--- src/common/mesh_pkg.sv ---
// mesh widths, flit layout, router port and NIC register encodings
package mesh_pkg;

    localparam int FLIT_W    = 64;
    localparam int COORD_W   = 2;
    localparam int RSVD_W    = 8;
    localparam int PAYLOAD_W = FLIT_W - 4 * COORD_W - RSVD_W;  // 48 bits left for data
    localparam int NUM_PORTS = 5;

    typedef logic [COORD_W-1:0] coord_t;

    // single-flit packet, header in the top byte
    typedef struct packed {
        coord_t                 dest_x;
        coord_t                 dest_y;
        coord_t                 src_x;
        coord_t                 src_y;
        logic [RSVD_W-1:0]      rsvd;     // carried through untouched
        logic [PAYLOAD_W-1:0]   payload;
    } flit_t;

    // router port index, north is +y and east is +x
    typedef enum logic [2:0] {
        PORT_LOCAL = 3'd0,
        PORT_NORTH = 3'd1,
        PORT_SOUTH = 3'd2,
        PORT_EAST  = 3'd3,
        PORT_WEST  = 3'd4
    } port_e;

    // processor side register map of the NIC
    typedef enum logic [1:0] {
        NIC_RX_DATA   = 2'd0,
        NIC_RX_STATUS = 2'd1,
        NIC_TX_DATA   = 2'd2,
        NIC_TX_STATUS = 2'd3
    } nic_reg_e;

endpackage
--- src/design/nic/mesh_nic.sv ---
// network interface with one-flit send and receive buffers behind a register port
module mesh_nic #(
    parameter int X_POS = 0,
    parameter int Y_POS = 0
) (
    input  logic               clk,
    input  logic               rst_n,
    input  logic               nic_en,
    input  logic               nic_wr_en,
    input  mesh_pkg::nic_reg_e nic_addr,
    input  mesh_pkg::flit_t    nic_d_in,
    output mesh_pkg::flit_t    nic_d_out,
    output logic               net_out_valid,
    input  logic               net_out_ready,
    output mesh_pkg::flit_t    net_out_flit,
    input  logic               net_in_valid,
    output logic               net_in_ready,
    input  mesh_pkg::flit_t    net_in_flit
);
    import mesh_pkg::*;

    flit_t tx_q;
    flit_t rx_q;
    flit_t tx_load;
    logic  tx_full_q;
    logic  rx_full_q;
    logic  tx_wr;
    logic  rx_rd;

    assign tx_wr = nic_en && nic_wr_en && nic_addr == NIC_TX_DATA && !tx_full_q;  // dropped if full
    assign rx_rd = nic_en && !nic_wr_en && nic_addr == NIC_RX_DATA && rx_full_q;

    // source field always comes from this node
    always_comb begin
        tx_load       = nic_d_in;
        tx_load.src_x = coord_t'(X_POS);
        tx_load.src_y = coord_t'(Y_POS);
    end

    assign net_out_valid = tx_full_q;
    assign net_out_flit  = tx_q;
    assign net_in_ready  = !rx_full_q;  // undrained buffer backs up the mesh

    always_ff @(posedge clk) begin
        if (!rst_n) begin
            tx_full_q <= 1'b0;
            rx_full_q <= 1'b0;
        end else begin
            if (tx_wr) begin
                tx_full_q <= 1'b1;
            end else if (net_out_valid && net_out_ready) begin
                tx_full_q <= 1'b0;
            end
            if (net_in_valid && net_in_ready) begin
                rx_full_q <= 1'b1;
            end else if (rx_rd) begin
                rx_full_q <= 1'b0;
            end
        end
    end

    always_ff @(posedge clk) begin
        if (tx_wr) begin
            tx_q <= tx_load;
        end
        if (net_in_valid && net_in_ready) begin
            rx_q <= net_in_flit;
        end
    end

    // register read mux
    always_comb begin
        nic_d_out = '0;
        if (nic_en) begin
            case (nic_addr)
                NIC_RX_DATA:   nic_d_out = rx_q;
                NIC_RX_STATUS: nic_d_out = flit_t'({{(FLIT_W-1){1'b0}}, rx_full_q});
                NIC_TX_DATA:   nic_d_out = tx_q;
                NIC_TX_STATUS: nic_d_out = flit_t'({{(FLIT_W-1){1'b0}}, tx_full_q});
                default:       nic_d_out = '0;
            endcase
        end
    end

    a_rx_for_us: assert property (@(posedge clk) disable iff (!rst_n)
        net_in_valid && net_in_ready |-> net_in_flit.dest_x == coord_t'(X_POS)
                                      && net_in_flit.dest_y == coord_t'(Y_POS))
        else $error("NIC (%0d,%0d) received a flit for another node", X_POS, Y_POS);

endmodule

--- config.mk ---
export PLATFORM = sky130hd
export DESIGN_NAME = mesh_nic
export DESIGN_NICKNAME = d
export VERILOG_FILES = /design/src/common/mesh_pkg.sv /design/src/design/nic/mesh_nic.sv
export SDC_FILE = /design/constraint.sdc
export NUM_CORES = 1
export LEC_CHECK = 0
export BUFFER_PORTS_ARGS = -buffer_cell sky130_fd_sc_hd__buf_2
export CORE_MARGIN = 1
export CORE_UTILIZATION = 43
export DETAILED_ROUTE_END_ITERATION = 12
export GPL_TIMING_DRIVEN = 0
export PLACE_DENSITY = 0.83
export SLEW_MARGIN = 10
export SYNTH_ARGS = -nofsm -noshare
export SYNTH_HDL_FRONTEND = slang
export SYNTH_SLANG_ARGS = --single-unit
--- constraint.sdc ---
create_clock -name clk -period 7.37 [get_ports clk]
set_input_delay 0 -clock clk [delete_from_list [all_inputs] [get_ports clk]]
set_output_delay 0 -clock clk [all_outputs]
set_load 0.03 [all_outputs]
==> run summary, run 1 <==
number of gates resized after cts -> 0
horizontal die dimension -> 105.1 um
top fanout value on the critical path -> 12
Worst Setup End Kind -> flip-flop
wire length of the first global-routing pass -> 21470 um
relative slew slack -> 0.3391
initial antenna violation count -> 0
IO buf count -> 257
HP Start -> nic_wr_en
residual overflow from global routing -> 0
fin worst setup slack -> 5.164 ns
share of final-layout standard cells stronger than drive strength 1 -> 0.4823
number of vias in the routed layout -> 3867
DRC Markers -> 0
antenna cell count -> 0
number of cells on the worst hold path -> 3
# setup viols final -> 0
final-stage net count -> 773
Inserted Clock Buffers -> 17
share of the clock period used by the worst path after layout -> 0.2994
via density per instance -> 4.926
average detailed-routed wire length per instance -> 18.39 um
insertion delay to the later sink of the worst-skew pair -> 0.50 ns
Leakage -> 3.493 nW
required time worst endpoint -> 7.58 ns
via count of the first global-routing pass -> 4094
kind of cell adding the most delay to the critical path -> simple AND/OR/NAND/NOR gates
worst path arrival time -> 2.41 ns
chip height -> 105.1 um
CTS tree -> built
Buffers & Inverters on Critical Path -> 3
boundary pin count -> 266
number of post-CTS setup repair buffers -> 0
Setup crit start kind -> flip-flop
core box area -> 10320 um2
total routing resource utilization after global routing -> 0.2650
synthesized instance count -> 221
Pre-antenna DRT Iters -> 4
area growth from synthesis to final layout -> 74.20%
Maximum Capacitance Violations -> 0
total count of hold-check failures in the final report -> 0
power per cell area -> 223.5 nW/um2
final hold slack -> 0.05074 ns
maximum number of buffers from clock root to sink -> 2
gp weighted congestion -> 0.7123
Initial DRC Count -> 205
worst hold-check path type -> in2reg
Root Buffer -> clkbuf_8
IR Drop Worst-Case VDD -> 0.1644 mV
transition time of the tightest slew-check pin -> 0.9870 ns
instance area after placement -> 6137 um2
most common library cell in the layout ignoring fill and taps -> buf_2
total negative slack -> 0 ns
final wirelength -> 14440 um
initial core utilization -> 0.4425
worst r2r dst -> net_out_flit[29]$_DFFE_PP_
Reg-to-Reg Start -> net_out_valid$_SDFFE_PN0P_
post-route minimum period -> 2.206 ns
maximum clock frequency -> 453.2 MHz
residual antenna-violating net count after detailed routing -> 0
register bit total from synthesis -> 126
commonest non-fill, non-tap cells in the layout -> buf_2 (258), dlygate4sd3_1 (130), edfxtp_1 (124)
number of library cell types mapped by synthesis -> 16
count of synthesis-stage warnings from yosys -> 0
worst-path cell chain -> nor3b_2 > buf_6 > buf_4 > buf_6
run status -> completed
final setup skew -> 0.005960 ns
Avg Synthesized Cell Area -> 20.67 um2
depth of the most critical reg-to-reg path -> 4
number of buffers added to fix hold violations after cts -> 130
standard-cell row count -> 37
cell area after synthesis -> 4568 um2
final-report max-slew violation count -> 0
setup repair after global routing missed its margin -> no
sequential cell area fraction in the yosys report -> 0.8239
Post-Place Worst Slack -> 4.846 ns
endpoint of the worst hold-timing path -> net_out_flit[0]$_DFFE_PP_
cell at the slowest stage of the critical path -> nor3b_2
Crit Path Category -> reg2reg
Detail Placement HPWL -> 8360 um
CTS clock-pin slew for the worst setup and hold paths -> 0.06 ns
setup slack of the most critical reg-to-reg path -> 5.16 ns
final cell area excluding filler cells -> 7958 um2
TritonCTS Sinks -> 126
pin count of the biggest net entering global routing -> 32
number of H-tree branching levels -> 4
slowest stage delay, CP -> 0.83 ns
cell seen most often among critical-path stages -> buf_6
Die Outline Area -> 11040 um2
instance count on the critical path -> 4
[per-layer routing]
| layer | global-route usage | vias up | routed length, um |
|---|---|---|---|
| met4 | 0.1167 | 0 | 408 |
| met5 | 0 | - | 0 |
| met3 | 0.08297 | 34 | 990 |
| met1 | 0.2718 | 1879 | 5197 |
| met2 | 0.4915 | 207 | 7842 |
| li1 | - | 1747 | - |
[power breakdown]
part           internal, mW  total, mW  switching (mW)
combinational         0.107      0.216           0.110
sequential            0.821      0.831          0.0103
clock                 0.439      0.732           0.293
[registers in the layout, indices dropped and copies added, names as in the netlist]
name / flops
rx_full_q: 1
net_out_flit: 60
rx_q: 64
net_out_valid: 1
[area by class of cell]
type,count,area (um2)
Fill cell,564,2366
Timing Repair Buffer,394,2676
Sequential cell,126,3764
Clock buffer,18,417.9
Inverter,3,11.26
Clock inverter,13,101.3
Multi-Input combinational cell,77,658.1
Buffer,18,158.9
Tap cell,136,170.2
[worst min-delay path: cells and delay by family]
kind	cells	cell delay [ns]
and+or+nand+nor	1	0.15
buffers and inverters	2	0.20
[stage by stage]
step / power, mW / instances / utilization
global route: 1.832 / 785 / 0.7708
CTS: 1.777 / 785 / 0.7708
detailed placement: 1.000 / 624 / 0.5945
finish: 1.779 / 785 / 0.7708
floorplan: 0.9304 / 224 / -
global placement: 0.9939 / 617 / 0.5847
[worst max-delay path by stage]
stage | endpoint | slack, ns | startpoint
2_1_floorplan | net_out_flit[0]$_DFFE_PP_ | 1.92 | net_out_valid$_SDFFE_PN0P_
3_3_place_gp | net_out_flit[28]$_DFFE_PP_ | -0.32 | nic_addr[0]
3_5_place_dp | net_out_flit[29]$_DFFE_PP_ | 4.85 | nic_addr[0]
4_1_cts | net_out_flit[34]$_DFFE_PP_ | 5.10 | net_out_valid$_SDFFE_PN0P_
5_1_grt | net_out_flit[29]$_DFFE_PP_ | 5.05 | net_out_valid$_SDFFE_PN0P_
6_report | net_out_flit[29]$_DFFE_PP_ | 5.16 | net_out_valid$_SDFFE_PN0P_
[Yosys cell counts, drive strengths merged]
library cell / instances / area, um2
mux4: 1 / 22.52
buf: 18 / 158.9
o21ai: 1 / 5.000
nor3b: 2 / 15.01
and3b: 2 / 17.52
dfxtp: 2 / 40.04
a22o: 59 / 516.8
edfxtp: 124 / 3724
a31oi: 1 / 6.260
conb: 1 / 3.750
inv: 3 / 11.26
a32o: 1 / 10.01
nor2b: 1 / 6.260
and2: 5 / 31.28
[logic make-up after synthesis]
family / share of synthesized area
flops: 0.8239
compound gates: 0.1178
buf+inv: 0.03725
simple gates: 0.01534
mux: 0.004930
other cells: 0.0008209
(Power assumes the default switching activity.)
==> inputs of run 2 (changes only) <==
--- a/config.mk
+++ b/config.mk
@@ -7,10 +7,10 @@
 export LEC_CHECK = 0
 export BUFFER_PORTS_ARGS = -buffer_cell sky130_fd_sc_hd__buf_2
 export CORE_MARGIN = 1
-export CORE_UTILIZATION = 43
+export CORE_UTILIZATION = 39
 export DETAILED_ROUTE_END_ITERATION = 12
 export GPL_TIMING_DRIVEN = 0
-export PLACE_DENSITY = 0.83
+export PLACE_DENSITY = 0.8
 export SLEW_MARGIN = 10
 export SYNTH_ARGS = -nofsm -noshare
 export SYNTH_HDL_FRONTEND = slang
==> constraint.sdc (replaced) <==
create_clock -name clk -period 1.87 [get_ports clk]
set_input_delay 0 -clock clk [delete_from_list [all_inputs] [get_ports clk]]
set_output_delay 0 -clock clk [all_outputs]
set_load 0.03 [all_outputs]
==> run 2 against run 1 <==
Net effect: power grew to 4.0 times the previous value; final area is 0.19% higher; sequential share of layout area is 0.073 points lower; via count is 1.4% lower; combinational power grew to 3.9 times the previous value; cell count is 0.89% higher; sequential power grew to 3.9 times the previous value; worst setup slack worse by 4.9 ns; clock power grew to 4.0 times the previous value; register-to-register slack worse by 4.8 ns; critical endpoint is now nic_d_out[0]; largest cell class unchanged; highest routed layer unchanged.
==> run summary, run 2 (synthesized netlist as in run 1, its figures left out) <==
total count of hold-check failures in the final report -> 0
via count of the first global-routing pass -> 4008
commonest non-fill, non-tap cells in the layout -> buf_2 (258), dlygate4sd3_1 (129), edfxtp_1 (124)
CTS clock-pin slew for the worst setup and hold paths -> 0.06 ns
required time worst endpoint -> 1.87 ns
post-route minimum period -> 1.579 ns
gp weighted congestion -> 0.7738
share of final-layout standard cells stronger than drive strength 1 -> 0.4761
horizontal die dimension -> 110.2 um
Setup crit start kind -> flip-flop
standard-cell row count -> 39
fin worst setup slack -> 0.2912 ns
residual overflow from global routing -> 0
Post-Place Worst Slack -> -0.2790 ns
area of combinational cells with multiple inputs -> 664.4 um2
final wirelength -> 14500 um
# setup viols final -> 0
instance area after placement -> 6150 um2
Crit Path Category -> reg2out
power per cell area -> 881.4 nW/um2
sequential cell area -> 3765 um2
Die Outline Area -> 12150 um2
TritonCTS Sinks -> 126
via density per instance -> 4.816
Maximum Capacitance Violations -> 0
run status -> completed
Detail Placement HPWL -> 8258 um
worst path arrival time -> 1.58 ns
worst hold-check path type -> in2reg
Leakage -> 3.495 nW
area growth from synthesis to final layout -> 74.53%
maximum number of buffers from clock root to sink -> 2
chip height -> 110.2 um
average detailed-routed wire length per instance -> 18.31 um
initial antenna violation count -> 0
final cell area excluding filler cells -> 7973 um2
Initial DRC Count -> 187
Pre-antenna DRT Iters -> 5
Worst Setup End Kind -> output port
core box area -> 11420 um2
antenna cell count -> 0
most common library cell in the layout ignoring fill and taps -> buf_2
number of filler cells placed in the layout -> 742
number of H-tree branching levels -> 4
final-report max-slew violation count -> 0
initial core utilization -> 0.4001
share of the clock period used by the worst path after layout -> 0.8443
total routing resource utilization after global routing -> 0.2403
number of flip-flops under the largest register name -> 64
Inserted Clock Buffers -> 17
setup repair after global routing missed its margin -> no
Placed Cells -> 629
final-stage net count -> 772
IO buf count -> 257
maximum clock frequency -> 633.4 MHz
largest register by flop count -> rx_q
final setup skew -> 0.008412 ns
wire length of the first global-routing pass -> 20740 um
DRC Markers -> 0
Root Buffer -> clkbuf_16
CTS tree -> built
boundary pin count -> 266
residual antenna-violating net count after detailed routing -> 0
Cell Count, Final, Fillers Out -> 792
number of vias in the routed layout -> 3814
insertion delay to the later sink of the worst-skew pair -> 0.40 ns
pin count of the biggest net entering global routing -> 32
top fanout value on the critical path -> 2
total chip power -> 7.027 mW
IR Drop Worst-Case VDD -> 0.6479 mV
run 2: changes by cell type in the layout (fill, tap and decap cells not counted), moves of 2 or more:
cell,before,now
clkinvlp_4,4,1
clkbuf_1,1,5
buf_8,0,3
buf_6,10,7
clkinv_1,2,4
run 2: layout make-up:
type / instances / area share
clock inverters: 10 / 0.009102
repair buffers: 393 / 0.3358
flip-flops and latches: 126 / 0.4722
inverters: 3 / 0.001412
multi-input cells: 77 / 0.08333
plain buffers: 18 / 0.01993
well taps: 143 / 0.02244
clock buffers: 22 / 0.05571
run 2: through the flow:
stage	util	hold WS (ns)	setup TNS, ns
2_1_floorplan	-	0.09887	-35.77
3_3_place_gp	0.5311	0.1763	-109.89
3_5_place_dp	0.5386	0.1781	-6.627
4_1_cts	0.6969	0.03783	0
5_1_grt	0.6982	0.05207	0
6_report	0.6982	0.05760	0
run 2: final timing paths:
check        cells past startpoint  slack [ns]                  startpoint                    endpoint
max                              3        0.29   net_out_flit[0]$_DFFE_PP_                nic_d_out[0]
max reg2reg                      3        0.41  net_out_valid$_SDFFE_PN0P_  net_out_valid$_SDFFE_PN0P_
min reg2reg                      1        0.58      rx_full_q$_SDFFE_PN0P_      rx_full_q$_SDFFE_PN0P_
min                              2        0.06                net_in_valid          rx_q[62]$_DFFE_PP_
run 2: power breakdown:
part           internal [mW]  switching (mW)
sequential              3.24          0.0416
combinational          0.420           0.429
clock                   1.79            1.10
run 2: metal layers:
layer / vias up / part of all wire / GRT usage / wire length [um]
met5: - / 0 / 0 / 0
met4: 0 / 0.025 / 0.1175 / 357
met3: 31 / 0.070 / 0.07055 / 1018
met2: 214 / 0.56 / 0.4460 / 8049
met1: 1828 / 0.35 / 0.2452 / 5073
li1: 1741 / - / - / -
run 2: timing repair:
action                                  in CTS  in global routing
endpoints found under the setup margin       0                 17
hold buffers                               129                  0
setup buffers                                0                  2
resized for setup                            0                  0
hold endpoints to repair                   126                  0
run 2: worst max-delay path: stages (launching register included):
cell,delay (ns)
edfxtp_1,0.40
mux4_2,0.45
and2_1,0.16
buf_2,0.17
